[src/include/jump_predictor_cfg.svh]
`ifndef JUMP_PREDICTOR_CFG_SVH
`define JUMP_PREDICTOR_CFG_SVH

// number of prediction table entries, a power of two, at most 4096
`define JP_TABLE_SIZE 4096

// table index width: pc[28] joined with pc[12:2]
`define JP_INDEX_W 12

// first fetch address after reset
`define JP_RESET_PC 32'h1000_0000

`endif

[src/hw/table_clear_counter.sv]
`timescale 1ns/1ps
`include "jump_predictor_cfg.svh"

module table_clear_counter #(
    parameter int TABLE_SIZE = `JP_TABLE_SIZE
) (
    input  logic                   clk,
    input  logic                   reset,
    input  logic                   enable,
    output logic [`JP_INDEX_W-1:0] index,
    output logic                   last
);

    // final index of the sweep
    localparam logic [`JP_INDEX_W-1:0] LAST_INDEX = `JP_INDEX_W'(TABLE_SIZE - 1);

    logic at_end;

    assign at_end = (index == LAST_INDEX);

    // flags the final entry only while sweeping
    assign last = enable && at_end;

    // wraps to zero so the next sweep starts from entry 0
    always_ff @(posedge clk) begin
        if (reset) begin
            index <= '0;
        end else if (enable) begin
            index <= at_end ? '0 : index + 1'b1;
        end
    end

endmodule

[config.mk]
export PLATFORM = sky130hd
export DESIGN_NAME = table_clear_counter
export DESIGN_NICKNAME = d
export VERILOG_FILES = /design/src/hw/table_clear_counter.sv
export VERILOG_INCLUDE_DIRS = /design/src /design/src/include
export SDC_FILE = /design/constraint.sdc
export NUM_CORES = 1
export LEC_CHECK = 0
export BUFFER_PORTS_ARGS = -buffer_cell sky130_fd_sc_hd__buf_2
export CAP_MARGIN = 20
export CORE_UTILIZATION = 44
export CTS_CLUSTER_DIAMETER = 200
export DETAILED_ROUTE_END_ITERATION = 12
export GPL_TIMING_DRIVEN = 0
export PLACE_DENSITY = 0.7
export SETUP_SLACK_MARGIN = 0.15
export SYNTH_ARGS = -nofsm -noshare
export SYNTH_HDL_FRONTEND = slang
export SYNTH_SLANG_ARGS = --single-unit
export TNS_END_PERCENT = 30
[constraint.sdc]
create_clock -name clk -period 1.5 [get_ports clk]
set_input_delay 0.225 -clock clk [delete_from_list [all_inputs] [get_ports clk]]
set_output_delay 0.225 -clock clk [all_outputs]
set_load 0.02 [all_outputs]
=== Word level (Yosys, flattened, before mapping) ===
Cells that the tools add are included.

* Add/sub/neg operators: 1
* Eq/ne operators: 1
* Mux-type cells: 1
* Reduce and logical (&&, ||, !) cells: 1

{| class="wikitable"
|+ Operator list
! cell !! count
|-
| $add 12x1->12 const B || 1
|-
| $eq 12x12->1 const B || 1
|-
| $mux 12 || 1
|-
| $logic_and 1x1->1 || 1
|}

* Flip-flop bits (word level): 12
* Input bits: 3
* Word-level logic and storage cells: 5

=== Depth between registers and ports, before layout ===
* Depth after elaboration: 2
* Mapped depth: 4
* Gate-level depth less buffers: 4

=== Worst setup path before layout ===
No wires, ideal clock.

* Kind: flip-flop to output port
* From: register index[0]
* To: output last
* Arrival time: 1.658 ns
* Slack: -0.383 ns
* Cell stages (with the launch flop): 4
* Cell sequence: dfxtp_1 ha_1 nand3_2 nor4_1

* Word-level cells in the longest chain between the ends: 2

{| class="wikitable"
|+ Ends and longest elaborated chain
! element !! line !! text
|-
| start, declared || table_clear_counter.sv:10 || <nowiki>output logic [`JP_INDEX_W-1:0] index,</nowiki>
|-
| start signal, assigned || table_clear_counter.sv:29 || <nowiki>index <= at_end ? '0 : index + 1'b1;</nowiki>
|-
| $eq 12x12->1 || table_clear_counter.sv:19 || <nowiki>assign at_end = (index == LAST_INDEX);</nowiki>
|-
| $logic_and 1x1->1 || table_clear_counter.sv:22 || <nowiki>assign last = enable && at_end;</nowiki>
|-
| end, declared || table_clear_counter.sv:11 || <nowiki>output logic last</nowiki>
|}

No other way between the ends.

=== Worst setup path in the final report ===
* From: register index[3]
* To: output last

Same word-level chain as after synthesis.

==> results.json <==
{
  "gp_congestion": 0.732,
  "syn-instance-count": 66,
  "num_antenna_cells": 0,
  "violations": "setup timing",
  "die_area_um2": 1500,
  "yosysSeqAreaShare_pct": 40.3,
  "finalCritPeriodShare_pct": 102,
  "setup_ws_ps": -32.2,
  "cp.arrival_ps": 1310,
  "ys.flop_type": "dfxtp_1",
  "fmax_mhz": 653,
  "grt_pass1_wl_mm": 2.46,
  "drt_iter0_drc": 5,
  "cp_cell_sequence": "nand4_4 > buf_6 > nor4_4 > buf_4",
  "num_rows": 12,
  "routed_wl_mm": 1.55,
  "power_mw": 0.669,
  "rsz0062_at_grt": "yes",
  "firstDrtPassIters": 4,
  "drc": 0,
  "worst_r2r_path_depth": 4,
  "slew_viol_final": 0,
  "slowest_delay_ps": 370,
  "dpl_cell_area_um2": 746,
  "critPathMaxFanout": 3,
  "synthArstFlopShare_pct": 0,
  "numCtsBuffers": 3,
  "synth_nets": 70,
  "startpoint_type": "flop",
  "grt_max_degree": 10,
  "synth-warning-count": 0,
  "drive_gt1_share_pct": 53.8,
  "max-slew-margin-rel_pct": 57.9,
  "antenna_found_initial": 0,
  "ios": 16,
  "status": "complete, but fails checks",
  "largest_reg_flops": 12,
  "synth_cell_types": 27,
  "die_w_um": 38.8,
  "place_hpwl_um": 933,
  "max_flop_register": "index",
  "end_kind": "primary output",
  "clkTransAtPathRegs_ps": 80,
  "die_h_um": 38.8,
  "viasPerCell": 5.82,
  "power_density_nw_per_um2": 749,
  "min_period_ps": 1530,
  "cts_num_sinks": 12,
  "ir_drop_uv": 669,
  "hold_path_depth": 2,
  "synth_seq_cells": 12,
  "tritoncts": "done",
  "antenna_left": 0,
  "cts_buffer_depth": 2,
  "port_buffers": 13,
  "holdWs_ps": 341,
  "cts_root_buf": "clkbuf_4",
  "finalHoldViolations": 0,
  "final_nets": 98,
  "crit_type": "reg -> out",
  "insertion_delay_ps": 280,
  "leakage_nw": 0.372,
  "core-area_um2": 1190,
  "detail_route.wl_per_cell_um": 14.5,
  "tns_ps": -32.2,
  "setup_viol": 1,
  "hold_class": "in -> reg",
  "reg.largest.list": "index (12)",
  "required_ps": 1270,
  "fin_area_um2": 893,
  "cap_violations": 0,
  "syn_avg_cell_area_um2": 9.02,
  "htreeDepth": 1,
  "syn_to_final_growth_pct": 50.0,
  "grt.total_usage_pct": 25.2,
  "grt_pass1_vias": 573,
  "final_common_cell": "buf_2",
  "grt_overflow": 0,
  "layout_common_cells": "buf_2 (13), buf_4 (10), dfxtp_4 (9)",
  "skew_ps": 5.68,
  "vias": 623,
  "synth_area_um2": 596,
  "start_util_pct": 50.2,
  "crit_path_top_delay_cell": "dfxtp_4",
  "synth-edff-count": 0,
  "tightestPinTransition_ps": 625
}
==> path summary, 6_finish.rpt <==
check	startpoint	to	slack, ps
max	index[3]$_SDFFE_PP0P_	last	-30
min	enable	index[1]$_SDFFE_PP0P_	340
max reg2reg	index[0]$_SDFFE_PP0P_	index[0]$_SDFFE_PP0P_	0
min reg2reg	index[10]$_SDFFE_PP0P_	index[10]$_SDFFE_PP0P_	510
==> report_power, final <==
group / internal, mW / leakage (nW) / switching [mW]
logic: 0.0333 / 0.245 / 0.0506
registers: 0.317 / 0.106 / 0.0104
clock network: 0.148 / 0.0210 / 0.110
total: 0.498 / 0.372 / 0.171
==> worst max-delay path, delay by kind of cell, from the launching register on <==
family	cells	cell delay, ps
flops	1	370
buf+inv	2	320
simple gates	2	340
==> kinds of logic (layout without fill, tap and decap cells) <==
kind of cell               after synthesis  after routing  share of synthesized area, %
adders and majority gates                1              1                          2.10
xor gates and xnor gates                 4              4                          5.88
buffers and inverters                    6             33                          5.25
AOI/OAI and AO/OA                       16             16                          18.1
and+or+nand+nor                         27             27                          28.4
DFF                                     12             12                          40.3
==> routing by layer <==
metal	global-route usage [%]	routed length (µm)
met5	0	0
met4	7.76	18
met3	8.67	92
met2	46.7	789
met1	26.0	648
==> area by class of cell <==
class                      instances  area (µm²)
buffer                             3        20.0
clock buffer                       4        36.3
fill                              89         293
inverter                           3        11.3
multi-input combinational         48         384
sequential                        12         278
tap                               14        17.5
timing repair buffer              23         146
==> synthesized netlist by cell type (2+ instances only) <==
cell type	count	area [µm²]
inv_1	2	7.51
a21oi_1	7	35.0
nand4_2	2	25.0
or3_1	3	18.8
nand3_1	3	15.0
nor2_1	5	18.8
xor2_1	3	26.3
or4_1	4	30.0
o31ai_1	3	22.5
dfxtp_1	12	240
nand4_1	2	12.5
nand2_1	4	15.0
o21ai_0	2	10.0
==> per-stage QoR <==
stage                     cells  setup WS (ps)  util, %
after global routing        107          -96.7     75.3
final                       107          -32.2     75.3
after detailed placement     93          -67.6     62.9
after global placement       93          -40.4     62.9
after floorplan              66            126        -
after CTS                   107          -45.8     74.7
==> repair_timing <==
action / 4_1_cts / 5_1_grt
pin swaps: 8 / 2
endpoints found under the hold margin: 0 / 0
gates resized for setup: 6 / 2
buffers inserted: 10 / 0
setup endpoints to repair: 10 / 11
hold buffers: 0 / 0
Power figures use the tool's default switching activity.
