## src/include/jump_predictor_cfg.svh

```systemverilog
`ifndef JUMP_PREDICTOR_CFG_SVH
`define JUMP_PREDICTOR_CFG_SVH

// number of prediction table entries, a power of two, at most 4096
`define JP_TABLE_SIZE 4096

// table index width: pc[28] joined with pc[12:2]
`define JP_INDEX_W 12

// first fetch address after reset
`define JP_RESET_PC 32'h1000_0000

`endif

```

## src/hw/fetch_pc_unit.sv

```systemverilog
`timescale 1ns/1ps
`include "jump_predictor_cfg.svh"

module fetch_pc_unit (
    input  logic        clk,
    input  logic        reset,
    input  logic        ready,
    input  logic        stall,
    input  logic        ex_valid,
    input  logic        is_prediction_wrong,
    input  logic        jump_result,
    input  logic [31:0] pc_in_ex,
    input  logic [31:0] jump_addr_if_taken,
    input  logic [31:0] addr_prediction,
    output logic [31:0] pc_if,
    output logic [31:0] pc4
);

    logic        redirect;
    logic [31:0] redirect_pc;

    // sequential address for the predictor's fall-through
    assign pc4 = pc_if + 32'd4;

    // execute found a wrong prediction
    assign redirect = ex_valid && is_prediction_wrong;

    // correct next address from the resolved jump
    assign redirect_pc = jump_result ? jump_addr_if_taken : pc_in_ex + 32'd4;

    always_ff @(posedge clk) begin
        if (reset) begin
            pc_if <= `JP_RESET_PC;
        end else if (redirect) begin
            // redirect beats stall and the clear sweep
            pc_if <= redirect_pc;
        end else if (ready && !stall) begin
            pc_if <= addr_prediction;
        end
        // otherwise hold
    end

endmodule

```

## config.mk

```make
export PLATFORM = sky130hd
export DESIGN_NAME = fetch_pc_unit
export DESIGN_NICKNAME = d
export VERILOG_FILES = /design/src/hw/fetch_pc_unit.sv
export VERILOG_INCLUDE_DIRS = /design/src /design/src/include
export SDC_FILE = /design/constraint.sdc
export NUM_CORES = 1
export LEC_CHECK = 0
export BUFFER_PORTS_ARGS = -buffer_cell sky130_fd_sc_hd__buf_2
export CAP_MARGIN = 20
export CELL_PAD_IN_SITES_DETAIL_PLACEMENT = 0
export CELL_PAD_IN_SITES_GLOBAL_PLACEMENT = 1
export CORE_AREA = 2 2 101 103
export DETAILED_ROUTE_END_ITERATION = 8
export DIE_AREA = 0 0 103 105
export PLACE_DENSITY = 0.8
export SYNTH_ARGS = -nofsm -noshare
export SYNTH_HDL_FRONTEND = slang
export SYNTH_SLANG_ARGS = --single-unit
```

## constraint.sdc

```tcl
create_clock -name clk -period 2.2 [get_ports clk]
set_input_delay 0.11 -clock clk [delete_from_list [all_inputs] [get_ports clk]]
set_output_delay 0.11 -clock clk [all_outputs]
set_load 0.02 [all_outputs]
```

# Word level (Yosys, flattened, before mapping)
# Cells that the tools add are included.
# classes
addsub,2
mux,3
reduce_logical,4
# ops
operator,n
$mux W32,3
$add A32 B3 Y32 const B,2
$logic_and A1 B1 Y1,2
$reduce_bool A2 Y1,1
$logic_not A1 Y1,1
# totals
register_bits,32
out_inout_bits,64

# Depth between registers and ports, before layout
# depth
ltp_word,4
ltp_mapped,7
depth_no_buf,6

# Worst setup path after synthesis
# Ideal clock, no wire load.
# synth_path
path_type,flip-flop to output port
from,register pc_if[4]
to,output pc4[29]
t_arrival_ns,1.994
path_slack_ns,0.096
path_stages_with_launch,6
cell_sequence,dfxtp_1 > and4_1 > nand4_1 > nor4_1 > nand3_1 > xnor2_1
# synth_between
elab_chain_len,1
# synth_lines
element,line,text
start: declaration,fetch_pc_unit.sv:15,"output logic [31:0] pc_if,"
start signal: assignment,fetch_pc_unit.sv:33,pc_if <= `JP_RESET_PC;
start signal: assignment,fetch_pc_unit.sv:36,pc_if <= redirect_pc;
start signal: assignment,fetch_pc_unit.sv:38,pc_if <= addr_prediction;
$add A32 B3 Y32,fetch_pc_unit.sv:23,assign pc4 = pc_if + 32'd4;
end: declaration,fetch_pc_unit.sv:16,output logic [31:0] pc4
# No other way between the ends.

# Worst setup path in the final report
# layout_path
from,register pc_if[7]
to,output pc4[25]
# Same word-level chain as after synthesis.

==> reports/results.tsv <==
stage	metric	value	unit
sta	max_slew_margin	0.591	
power_and_ir_drop	p_leak	1.81	nW
worst_setup_path	critical_path_required	2.09	ns
synthesis	synth_most_common_cell	nand2_1	
sta	post-route-min-period	2.09	ns
run_status	status	finished, final reports clean	
sta	min_period_over_period	0.949	
synthesis	postSynthCellCount	394	
cells_and_area	n_fill_cell	1065	
synthesis	ys_types	44	
cells_and_area	top_register	pc_if	
cts	cts_buffers	5	
global_routing	grt_pass1_wl	17000	um
die	die_h	105	um
worst_setup_path	path_cells	and4_2 > nand4_1 > nand2b_1 > nor3_1 > xor2_1 > buf_2	
synthesis	synth.largest_area_cell	dfxtp_1	
synthesis	yosysWarnings	0	
die	io_pins	167	
cells_and_area	fin_util	0.420	
die	std_cell_rows	36	
cells_and_area	largest_reg_flops	32	
global_routing	antenna_found_initial	1	
synthesis	synth_edf_count	0	
synthesis	yosys-top-cells-count	76 x nand2_1, 35 x nor2_1, 33 x xnor2_1	
sta	setup_violations	0	
power_and_ir_drop	power_density	485	nW/um^2
worst_hold_path	hold_class	in2reg	
route	drc	0	
global_routing	grt.overflow.total	0	
worst_setup_path	crit_path_end_kind	output port	
place	placed_area	3870	um^2
route	ant_nets	0	
sta	fmax	479	MHz
worst_setup_path	worstPathMaxFanout	4	
synthesis	synthArstFlopShare	0	
synthesis	synth_flop_cell	dfxtp_1	
worst_setup_path	cp.arrival	1.98	ns
cells_and_area	reg_top3	pc_if (32)	
power_and_ir_drop	peakVddDrop	0.234	mV
worst_setup_path	path_class	reg2out	
place	gp_congestion	0.849	
flow_run	max_cap_viol_count	0	
place	numPortBuffers	166	
route	vias	3532	
synthesis	synth_seq_cells	32	
sta	fin_skew	0	ns
cts	clockBufferDepth	2	
cts	clock-sinks	32	
synthesis	synth_area_per_cell	7.16	um^2
global_routing	grt_max_degree	33	
route	via_per_inst	5.01	
die	core-area	9640	um^2
worst_setup_path	max_stage_delay	0.35	ns
global_routing	grt_usage	0.201	
route	drt-total-wl	11000	um
cts	cts_tree	done	
die	die_x	103	um
synthesis	netlist_area	2820	um^2
route	firstDrtPassIters	4	
sta	hold_viol	0	
cts	ctsHtreeMaxLevel	2	
cells_and_area	drive_above_1_share	0.380	
synthesis	synth_area_leaders	dfxtp_1 23%, xnor2_1 10%, nand2_1 10%	
global_routing	grt_pass1_vias	3250	
cts	clk_pin_slew_worst_paths	0.07	ns
synthesis	syn_nets	499	
sta	final_max_slew_viol_count	0	
die	die-area	10800	um^2
sta	rsz0062_at_grt	no	
place	dp_hpwl	9010	um
worst_setup_path	start_kind	flip-flop	
cells_and_area	syn_to_final_growth	43.3	%
worst_setup_path	critical-path-slowest-cell	dfxtp_2	
cts	cts_root_buf	clkbuf_8	
route	wire_per_inst	15.6	um
synthesis	yosysSeqAreaShare	0.227	
sta	final.setup.tns	0	ns
route	drt_iter0_drc	157	
sta	max_slew.worst_pin.slew	0.613	ns
synthesis	yosys.area.top_type_share	0.227	
cells_and_area	final_area	4040	um^2
die	start_util	0.293	
cells_and_area	final_nets	675	
cts	hold_buffers	0	
cts	clk_latency	0.28	ns
## cell families (layout without fill, tap and decap cells)
logic type	count (synthesis)	after routing	synth area share
AND/OR/NAND/NOR	199	199	0.346
AO/OA/AOI/OAI	80	80	0.201
XOR/XNOR	54	54	0.168
flip-flops	32	32	0.227
buffers and inverters	27	204	0.0492
adder cells (fa/ha/maj)	2	2	0.00886
other	0	1	0
## final timing paths
check | cells past startpoint | from | slack [ns] | endpoint
worst max-delay path | 6 | pc_if[7] | 0.11 | pc4[25]
worst min-delay path | 3 | addr_prediction[0] | 0.1 | pc_if[0]
worst max register to register | 3 | pc_if[9] | 1.02 | pc_if[9]
worst min register to register | 2 | pc_if[0] | 0.51 | pc_if[0]
## layer usage
metal	track usage	part of all wire	vias to the layer above
li1	-	-	1771
met1	0.297	0.47	1631
met2	0.311	0.45	128
met3	0.0241	0.074	2
met4	0.0395	0.0043	0
met5	0	0	-
## worst max-delay path: cells and delay by family (launching register included)
family	cells	cell delay [ns]
flops	1	0.35
buf+inv	1	0.18
xor+xnor	1	0.16
simple gates	4	1.00
## cell usage in the layout, fill, tap and decap left out, types with 6 or more instances in the layout
cell type and n:
nor3_1 12, nand2_1 76, nand4_1 11, xor2_1 21, clkbuf_8 7, nor2_1 35
dfxtp_1 29, a21oi_1 22, o21ai_0 14, a311o_1 16, a311oi_1 9, nand2b_1 6
nand3_1 25, xnor2_1 33, buf_2 165, a211oi_1 8, buf_4 26, and3_1 6
## power breakdown
group | total (W) | switching, W | internal [W]
Combinational | 0.000664 | 0.000395 | 0.000269
Sequential | 0.000683 | 0.0000538 | 0.000629
Clock | 0.000616 | 0.000216 | 0.000400
Total | 0.00196 | 0.000665 | 0.00130
## layout make-up
class                      instances  area, um^2  share of cell area
multi-input combinational        335        2060               0.511
timing repair buffer             191        1020               0.252
sequential                        32         644               0.159
tap                              133         166              0.0412
clock buffer                       7        96.3              0.0238
clock inverter                     1        30.0             0.00743
inverter                           5        18.8             0.00464
antenna                            1        2.50            0.000619
## timing repair
| item | CTS | global route |
|---|---|---|
| setup endpoints to repair | 3 | 4 |
| endpoints found under the hold margin | 0 | 0 |
| pin swaps | 1 | 3 |
| buffers inserted | 1 | 2 |
| resized for setup | 2 | 6 |
## stage by stage
| stage | hold WS, ns | setup WS (ns) | power, W | std cells |
|---|---|---|---|---|
| 5_1_grt | 0.106 | 0.00412 | 0.00206 | 705 |
| 3_5_place_dp | 0.400 | 0.123 | 0.00136 | 693 |
| 3_3_place_gp | 0.388 | 0.206 | 0.00135 | 693 |
| 4_1_cts | 0.0961 | 0.0259 | 0.00197 | 702 |
| 2_1_floorplan | 0.266 | 0.0960 | 0.00105 | 394 |
| 6_report | 0.0996 | 0.112 | 0.00196 | 705 |
No activity file was read; power rests on OpenSTA's default activity.
