--- src/include/jump_predictor_cfg.svh ---
`ifndef JUMP_PREDICTOR_CFG_SVH
`define JUMP_PREDICTOR_CFG_SVH

// number of prediction table entries, a power of two, at most 4096
`define JP_TABLE_SIZE 4096

// table index width: pc[28] joined with pc[12:2]
`define JP_INDEX_W 12

// first fetch address after reset
`define JP_RESET_PC 32'h1000_0000

`endif

--- src/hw/jump_predictor_pkg.sv ---
package jump_predictor_pkg;

    // instruction classes seen by the fetch-side predictor
    // jal, jalr and branch are the ones that can be predicted
    typedef enum logic [3:0] {
        ir_jal    = 4'd0,
        ir_jalr   = 4'd1,
        ir_branch = 4'd2,
        ir_load   = 4'd3,
        ir_store  = 4'd4,
        ir_op     = 4'd5,
        ir_op_imm = 4'd6,
        ir_lui    = 4'd7,
        ir_auipc  = 4'd8,
        ir_system = 4'd9,
        ir_other  = 4'd10
    } ir_type_e;

    // table clear sequencer states
    // clr_idle is the settle cycle between a flush and its sweep
    typedef enum logic [1:0] {
        clr_idle  = 2'd0,
        clr_sweep = 2'd1,
        clr_ready = 2'd2
    } clear_state_e;

endpackage

--- src/hw/ir_predecoder.sv ---
`timescale 1ns/1ps

module ir_predecoder (
    input  logic [31:0]                  instr,
    output jump_predictor_pkg::ir_type_e ir_type
);

    import jump_predictor_pkg::*;

    // rv32 base opcodes, low two bits are always 2'b11
    localparam logic [4:0] OPC_LOAD   = 5'b00000;
    localparam logic [4:0] OPC_OP_IMM = 5'b00100;
    localparam logic [4:0] OPC_AUIPC  = 5'b00101;
    localparam logic [4:0] OPC_STORE  = 5'b01000;
    localparam logic [4:0] OPC_OP     = 5'b01100;
    localparam logic [4:0] OPC_LUI    = 5'b01101;
    localparam logic [4:0] OPC_BRANCH = 5'b11000;
    localparam logic [4:0] OPC_JALR   = 5'b11001;
    localparam logic [4:0] OPC_JAL    = 5'b11011;
    localparam logic [4:0] OPC_SYSTEM = 5'b11100;

    // a word without 2'b11 in bits [1:0] is not a 32-bit instruction
    logic is_32bit;

    assign is_32bit = (instr[1:0] == 2'b11);

    always_comb begin
        // anything unknown falls through to ir_other
        ir_type = ir_other;
        if (is_32bit) begin
            case (instr[6:2])
                OPC_JAL:    ir_type = ir_jal;
                OPC_JALR:   ir_type = ir_jalr;
                OPC_BRANCH: ir_type = ir_branch;
                OPC_LOAD:   ir_type = ir_load;
                OPC_STORE:  ir_type = ir_store;
                OPC_OP:     ir_type = ir_op;
                OPC_OP_IMM: ir_type = ir_op_imm;
                OPC_LUI:    ir_type = ir_lui;
                OPC_AUIPC:  ir_type = ir_auipc;
                OPC_SYSTEM: ir_type = ir_system;
                default:    ir_type = ir_other;
            endcase
        end
    end

endmodule

--- config.mk ---
export PLATFORM = sky130hd
export DESIGN_NAME = ir_predecoder
export DESIGN_NICKNAME = d
export VERILOG_FILES = /design/src/include/jump_predictor_cfg.svh /design/src/hw/jump_predictor_pkg.sv /design/src/hw/ir_predecoder.sv
export SDC_FILE = /design/constraint.sdc
export NUM_CORES = 1
export LEC_CHECK = 0
export BUFFER_PORTS_ARGS = -buffer_cell sky130_fd_sc_hd__buf_2
export CELL_PAD_IN_SITES_DETAIL_PLACEMENT = 1
export CELL_PAD_IN_SITES_GLOBAL_PLACEMENT = 1
export CORE_MARGIN = 1
export CORE_UTILIZATION = 11
export DETAILED_ROUTE_END_ITERATION = 12
export PLACE_DENSITY_LB_ADDON = 0.12
export SYNTH_ARGS = -nofsm -noshare
export SYNTH_HDL_FRONTEND = slang
export SYNTH_SLANG_ARGS = --single-unit
export TNS_END_PERCENT = 5
--- constraint.sdc ---
create_clock -name vclk -period 1.2
set_clock_uncertainty 0.1 [all_clocks]
set_input_delay 0.12 -clock vclk [all_inputs]
set_output_delay 0.12 -clock vclk [all_outputs]
set_load 0.005 [all_outputs]
; Yosys cells after proc, flatten, opt, wreduce, memory -nomap -nowiden
; Memory sizes are Yosys's and may differ from the RTL's.
; Cells that the tools add are included.
[op_classes]
n_eq_ne = 1
muxes = 1
[ops]
columns = operator, count
row1 = $mux W4, 1
row2 = $eq A2 B2 Y1 const B, 1
[totals]
n_memories = 1
out_inout_bits = 4
ff_bits = 0
mem_bits_ro = 128
[mem_list]
columns = memory, depth, width, read_ports, rd_clocked_by_memory_dff, wr, line_no
row1 = (name not given), 32, 4, 1, 0, 0, ir_predecoder.sv:31  ; case (instr[6:2])

; Longest topological paths before layout
; Gate-level depths: netlist of run 1.
[logic_depth]
ltp_word = 2
depth_mapped = 3
ltp_nobuf = 3

; Worst setup path before layout of run 1
; No wires, ideal clock.
[synth_timing]
path_kind = input to output
from = input instr[6]
to = output ir_type[1]
cell_stages = 3
setup_slack_ps = 53
arrival_ps = 927
path_cell_list = nand2b_1 -> or4b_1 -> a31o_1
[synth_between]
elab_chain_cells = 2
[synth_lines]
columns = item, line_no
row1 = start: declaration, ir_predecoder.sv:4  ; input logic [31:0] instr,
row2 = $mem_v2 Z32 W4, --
row3 = $mux W4, ir_predecoder.sv:30  ; if (is_32bit) begin
row4 = end: declaration, ir_predecoder.sv:5  ; output jump_predictor_pkg::ir_type_e ir_type
; No other way between the ends.

; Worst setup path after layout of run 1
; Ends and elaborated chain as after synthesis.

==> results of run 1 <==
-- layout make-up --
class | count | area [sq um] | share of cell area
inverters | 1 | 3.75 | 0.0131
multi-input cells | 21 | 156 | 0.546
well taps | 14 | 17.5 | 0.0611
repair buffers | 17 | 109 | 0.380
-- stage by stage --
step	setup TNS, ns	hold slack, ns
6_report	-0.271	0.514
5_1_grt	-0.443	0.531
4_1_cts	-0.337	0.518
3_5_place_dp	-0.372	0.522
3_3_place_gp	-0.325	0.506
2_1_floorplan	0	0.174
-- critical path, cell delays in order --
cell and delay, ns:
buf_6 0.09, nand2b_4 0.13, or4b_1 0.46, a31o_1 0.22, buf_2 0.12
-- cell usage after synthesis (all sizes together) --
library cell  number
a211o              1
a211oi             2
a21o               1
a21oi              1
a31o               1
and3b              1
inv                1
nand2              2
nand2b             4
nand4b             1
nor2b              1
nor4               1
o21ai              2
o21bai             1
or3                1
or4b               1
-- cell usage in the layout (no fill, tap or decap) --
cell	instances
a21o_1	1
a211oi_1	1
buf_2	9
o21bai_1	1
nor2b_1	1
or3_1	1
o21ai_0	2
buf_6	1
and3b_2	1
nand2_1	2
buf_4	7
nand2b_1	3
nand2b_4	1
a211oi_2	1
a31o_1	1
or4b_1	1
nor4_1	1
inv_1	1
a21oi_1	1
nand4b_1	1
a211o_2	1
-- final timing paths --
kind / start / endpoint / slack (ns) / cells past startpoint
hold / removal: instr[6] / ir_type[2] / 0.51 / 4
setup / recovery: instr[6] / ir_type[1] / -0.15 / 5
-- layer usage --
metal	up-vias	wire length, um	track usage
met1	106	281	0.134
met5	-	0	0
met3	0	39	0.00578
met2	7	290	0.183
li1	121	-	-
met4	0	0	0
-- kinds of logic (layout without fill, tap and decap cells) --
kind of cell,count (synthesis),count (layout),synth area share
buffers and inverters,1,18,0.0254
AND/OR/NAND/NOR,12,12,0.542
AO/OA/AOI/OAI,9,9,0.432
-- repair_timing --
| action | in CTS | in global routing |
|---|---|---|
| gates resized for setup | 3 | 1 |
| gates cloned | 0 | 0 |
| setup endpoints to repair | 3 | 3 |
| pin swaps | 1 | 0 |
| setup buffers | 0 | 0 |
-- power groups by stage --
stage | clock (W) | sequential, W | combinational [W]
after floorplan | 0 | 0 | 0.0000240
after global placement | 0 | 0 | 0.0000697
after detailed placement | 0 | 0 | 0.0000708
after CTS | 0 | 0 | 0.0000772
after global routing | 0 | 0 | 0.0000870
final | 0 | 0 | 0.0000773
==> results.toml, run 1 <==
[status]
outcome = "complete, but fails checks"
violations = "setup timing"

[routing]
drtPass1Iterations = 3
routed_wl_um = 611
wire_per_inst_um = 11.5
vias = 234
via_per_inst = 4.42
drtAntennaViolNets = 0
drtIter0Drc = 2
drc = 0

[placed_design]
place.gp.congestion = 0.738
dp_slack_ns = -0.203
io_buffers = 11
dp_hpwl_um = 516
dp_cells = 53
placed_cell_area_sq_um = 265

[yosys]
synth-seq-area-share = 0
netlist_instances = 22
synth_top_cell_area_share = 0.169
ys_types = 16
syn_area_sq_um = 148
yosys_warnings = 0
synth_top_cell_by_area = "nand2b_1"
syn-num-nets = 54
synth_area_leaders = "nand2b_1 17%, a211oi_1 10%, a211o_2 6.8%"
avgSynthCellArea_sq_um = 6.71

[timing]
hold_viol = 0
fin_crit_ns = 1.35
maxSlewViolCount = 0
max_freq_mhz = 740
fin_ws_ns = -0.152
max_slew_margin = 0.828
setup_viol = 3
tightest_slew_ns = 0.255
rsz0062_at_grt = "true"
fin_crit_sh = 1.13

[power_and_ir_drop]
p_sw_w = 0.0000345
switching_share = 0.447
p_per_area_nw_per_um2 = 270
power_leakage_nw = 0.133
seq_power_share = 0
p_int_w = 0.0000428
ir_drop_mv = 0.0595
p_comb_frac = 1.000
clkPwrFrac = 0
p_total_w = 0.0000773

[finish]
area_delta_synth_final_pct = 94.1
fin_area_sq_um = 287
final_cells = 53
final_util = 0.245
layout.area.seq_sq_um = 0
fill_cells = 149
clkbuf_count = 0
flops_and_latches = 0
post_route_cells_drive_above_1_share = 0.538
nNetsFinal = 73
antenna_cells = 0

[floorplanning]
start_util = 0.126
rows = 12
die_w_um = 38.6
fp.coreArea_sq_um = 1170
fp.dieArea_sq_um = 1490
dieHeight_um = 38.6
ios = 36

[setup_path]
end_kind = "primary output"
crit_path_max_fanout = 2
criticalPathCategory = "input pin to primary output"
start_kind = "input pin"
worstPathArrival_ns = 1.13
crit_required_ns = 0.98

[global_routing]
grt_max_degree = 9
grt_pass1_vias = 260
grt_pass1_wl_mm = 1.10
antenna_found_initial = 0
grt.overflow.total = 0
track_usage = 0.0999

[hold_path]
hold_path_class = "input pin to primary output"

[flow_run]
cap_violations = 0

[clock_tree]
cts.hold.buffers_added = 0
Note: power is estimated with default switching activity, not from simulation.
==> run 2: changes to the inputs <==
==> constraint.sdc (replaced) <==
create_clock -name vclk -period 1.2
set_clock_uncertainty 0.1 [all_clocks]
set_input_delay 0.06 -clock vclk [all_inputs]
set_output_delay 0.06 -clock vclk [all_outputs]
set_load 0.005 [all_outputs]
==> run 2 against run 1 <==
The run still ends with setup timing left. Sequential share of layout area did not move. Utilization did not move. Total power did not move. Count of clock-buffer cells in the layout did not move. Worst setup slack improved by 0.12 ns. Critical path depth did not move. Design area did not move. Critical path type unchanged.
==> results.toml, run 2 (same netlist as run 1, synthesis figures left out) <==
[finish]
antenna_cells = 0
area_delta_synth_final_pct = 94.1
layout_common_cells = "9 x buf_2, 7 x buf_4, 3 x nand2b_1"
final_common_cell = "buf_2"
fill_cells = 149
fin_area_sq_um = 287
layout.area.seq_sq_um = 0
flops_and_latches = 0
nNetsFinal = 73
post_route_cells_drive_above_1_share = 0.538
clkbuf_count = 0

[setup_path]
crit_path_max_fanout = 2
slowest_stage = "or4b_1"
max_stage_delay_ns = 0.46
end_kind = "primary output"
crit_required_ns = 1.04
critPathLaunch = "instr[6]"
criticalPathCategory = "input pin to primary output"
worstPathArrival_ns = 1.07
endpoint = "ir_type[1]"
crit_chain = "buf_6 -> nand2b_4 -> or4b_1 -> a31o_1 -> buf_2"
start_kind = "input pin"

[routing]
drc = 0
via_per_inst = 4.42
vias = 234
drtIter0Drc = 2
drtAntennaViolNets = 0
routed_wl_um = 611
wire_per_inst_um = 11.5
drtPass1Iterations = 3

[timing]
setup_viol = 1
fin_ws_ns = -0.0319
fin_crit_ns = 1.23
fin_crit_sh = 1.03
rsz0062_at_grt = "true"
tns_ns = -0.0319
max_freq_mhz = 812
max_slew_margin = 0.828
hold_viol = 0
tightest_slew_ns = 0.255
holdWs_ns = 0.394
maxSlewViolCount = 0

[placed_design]
dp_slack_ns = -0.0833
io_buffers = 11
dp_hpwl_um = 516
placed_cell_area_sq_um = 265
place.gp.congestion = 0.738

[floorplanning]
fp.coreArea_sq_um = 1170
die_w_um = 38.6
dieHeight_um = 38.6
rows = 12
start_util = 0.126
ios = 36
fp.dieArea_sq_um = 1490

[hold_path]
hold_path_class = "input pin to primary output"
min_from = "instr[6]"

[global_routing]
grt_max_degree = 9
track_usage = 0.0999
grt.overflow.total = 0
grt_pass1_wl_mm = 1.10
grt_pass1_vias = 260
antenna_found_initial = 0

[clock_tree]
cts_setup_buffers = 0

[power_and_ir_drop]
p_total_w = 0.0000773
power_leakage_nw = 0.133
ir_drop_mv = 0.0595
p_per_area_nw_per_um2 = 270

[flow_run]
cap_violations = 0

[status]
outcome = "complete, but fails checks"
violations = "setup timing"
## run 2: cell counts in the layout (fill, tap and decap cells not counted)
No cell type changed its count.
## run 2: critical path, delay by kind of cell
kind,cells,cell delay [ns]
AND/OR/NAND/NOR,2,0.59
buffers and inverters,2,0.21
AO/OA/AOI/OAI,1,0.22
## run 2: how the worst min path moves through the flow
stage | endpoint | cells past startpoint
floorplan | ir_type[0] | 1
global placement | ir_type[0] | 4
detailed placement | ir_type[0] | 4
CTS | ir_type[2] | 4
global route | ir_type[2] | 4
finish | ir_type[2] | 4
## run 2: layout make-up
| type | instances | area [sq um] | area share |
|---|---|---|---|
| inverters | 1 | 3.75 | 0.0131 |
| multi-input cells | 21 | 156 | 0.546 |
| well taps | 14 | 17.5 | 0.0611 |
| repair buffers | 17 | 109 | 0.380 |
## run 2: timing repair
| action | 4_1_cts | 5_1_grt |
|---|---|---|
| hold buffers | 0 | 0 |
| gates resized for setup | 3 | 1 |
| endpoints found under the setup margin | 2 | 2 |
| pin swaps | 1 | 0 |
| cloned | 0 | 0 |
## run 2: layer usage
metal / global-route usage / part of all wire / wire, um / up-vias
met5: 0 / 0 / 0 / -
met4: 0 / 0 / 0 / 0
met3: 0.00578 / 0.064 / 39 / 0
met2: 0.183 / 0.47 / 290 / 7
met1: 0.134 / 0.46 / 281 / 106
li1: - / - / - / 121
## run 2: metrics by stage
step / cells / util
finish: 53 / 0.245
global route: 53 / 0.245
CTS: 53 / 0.240
detailed placement: 53 / 0.226
global placement: 53 / 0.226
floorplan: 22 / -
## run 2: power breakdown
part / internal (W) / switching, W
Clock: 0 / 0
Sequential: 0 / 0
Combinational: 0.0000428 / 0.0000345
Total: 0.0000428 / 0.0000345
==> run 3: changes to the inputs <==
- ABC_AREA: unset -> 1
==> run 3 against run 2 <==
Non-clock buffer count decreased by 6. Sequential share of layout area unchanged. Flip-flop and latch count unchanged. Critical endpoint is now ir_type[2]. Worst setup slack improved by 0.34 ns. Critical path type unchanged. Design area decreased by 18%. Largest power group unchanged. Count of clock-buffer cells in the layout unchanged. Routed wire length decreased by 17%. The flow now finishes without violations.
==> results.toml, run 3 <==
[timing]
rsz0062_at_grt = "false"
max_slew_margin = 0.900
maxSlewViolCount = 0
fin_crit_sh = 0.745
fin_crit_ns = 0.894
hold_viol = 0
holdWs_ns = 0.373
setup_viol = 0
tightest_slew_ns = 0.148
max_freq_mhz = 1120
tns_ns = 0

[yosys]
syn_area_sq_um = 160
ys_types = 8
synth_most_common_cell = "nand2_1"
synth-seq-area-share = 0
yosys_warnings = 0
synth_area_leaders = "nand2_1 33%, nand3_1 16%, inv_1 14%"
synth_top_cells_by_count = "14 x nand2_1, 6 x inv_1, 6 x nor2_1, 5 x nand3_1, 4 x a21oi_1"
syn-num-nets = 70
synth_top_cell_area_share = 0.328
netlist_instances = 38
avgSynthCellArea_sq_um = 4.21
synth_top_cell_by_area = "nand2_1"

[clock_tree]
cts_setup_buffers = 0
cts.hold.buffers_added = 0
cts_resized = 0

[hold_path]
min_path_cells = 4
hold_path_class = "input pin to primary output"
min_from = "instr[4]"
min_to = "ir_type[2]"

[setup_path]
start_kind = "input pin"
crit_required_ns = 1.04
critPathLaunch = "instr[3]"
end_kind = "primary output"
crit_path_max_fanout = 4
criticalPathCategory = "input pin to primary output"
worstPathArrival_ns = 0.73

[routing]
drtIter0Drc = 4
drtPass1Iterations = 2
via_per_inst = 3.98
drtAntennaViolNets = 0
wire_per_inst_um = 7.97
drc = 0
routed_wl_um = 510
vias = 255

[global_routing]
grt.overflow.total = 0
track_usage = 0.0719
grt_pass1_wl_um = 855
grt_pass1_vias = 210
antenna_found_initial = 0
grt_max_degree = 7

[placed_design]
io_buffers = 11
dp_hpwl_um = 455
place.gp.congestion = 0.640
placed_cell_area_sq_um = 234
dp_cells = 64

[floorplanning]
die_w_um = 40.2
fp.coreArea_sq_um = 1330
fp.dieArea_sq_um = 1610
ios = 36
dieHeight_um = 40.2
rows = 13
start_util = 0.120

[finish]
nNetsFinal = 83
final_cells = 64
final_util = 0.175
layout.area.seq_sq_um = 0
antenna_cells = 0
post_route_cells_drive_above_1_share = 0.265
area_delta_synth_final_pct = 46.1
layout_common_cells = "14 x nand2_1, 11 x buf_2, 6 x nor2_1, 6 x inv_1, 5 x nand3_1"
clkbuf_count = 0
final_common_cell = "nand2_1"
flops_and_latches = 0
fin_area_sq_um = 234

[status]
outcome = "completed"

[power_and_ir_drop]
power_leakage_nw = 0.151
ir_drop_mv = 0.0643
p_per_area_nw_per_um2 = 266

[flow_run]
cap_violations = 0
-- run 3: cell count changes after synthesis, sizes merged, moves of 2 or more --
| cell | previous run | this run |
|---|---|---|
| a21oi | 1 | 4 |
| nand2 | 2 | 14 |
| inv | 1 | 7 |
| a211oi | 2 | 0 |
| nor2 | 0 | 6 |
| nand2b | 4 | 0 |
| nand3 | 0 | 5 |
-- run 3: worst max-delay path by stage --
stage,slack [ns],endpoint,cells after the start
floorplan,0.57,ir_type[2],5
global placement,0.28,ir_type[2],7
detailed placement,0.29,ir_type[2],7
CTS,0.29,ir_type[2],7
global route,0.20,ir_type[2],7
finish,0.31,ir_type[2],7
-- run 3: kinds of logic (layout without fill, tap and decap cells) --
kind of cell | Yosys count | count (layout) | share of synthesized area
AO/OA/AOI/OAI | 6 | 6 | 0.211
AND/OR/NAND/NOR | 25 | 25 | 0.625
buffers and inverters | 7 | 18 | 0.164
-- run 3: layout make-up --
class,instances,area [sq um]
Inverter,7,26.3
Multi-Input combinational cell,31,134
Fill cell,194,1100
Tap cell,15,18.8
Timing Repair Buffer,11,55.1
-- run 3: layer usage --
metal | track usage | vias up | routed length (um)
li1 | - | 143 | -
met4 | 0 | 0 | 0
met5 | 0 | - | 0
met2 | 0.109 | 8 | 194
met1 | 0.117 | 104 | 281
met3 | 0 | 0 | 34
-- run 3: critical path, stage by stage --
cell and delay [ns]:
buf_2 0.12, inv_1 0.08, nand2_1 0.08, o21ai_2 0.14, nand2_1 0.07, nor2_1 0.08
buf_2 0.11
-- run 3: through the flow --
step           power [W]  worst slack (ns)
2_1_floorplan  0.0000337             0.573
3_3_place_gp   0.0000650             0.282
3_5_place_dp   0.0000631             0.293
4_1_cts        0.0000636             0.291
5_1_grt        0.0000734             0.196
6_report       0.0000623             0.306
-- run 3: report_power, final --
part	switching, W	total (W)	internal [W]
Sequential	0	0	0
Combinational	0.0000376	0.0000623	0.0000248
Clock	0	0	0
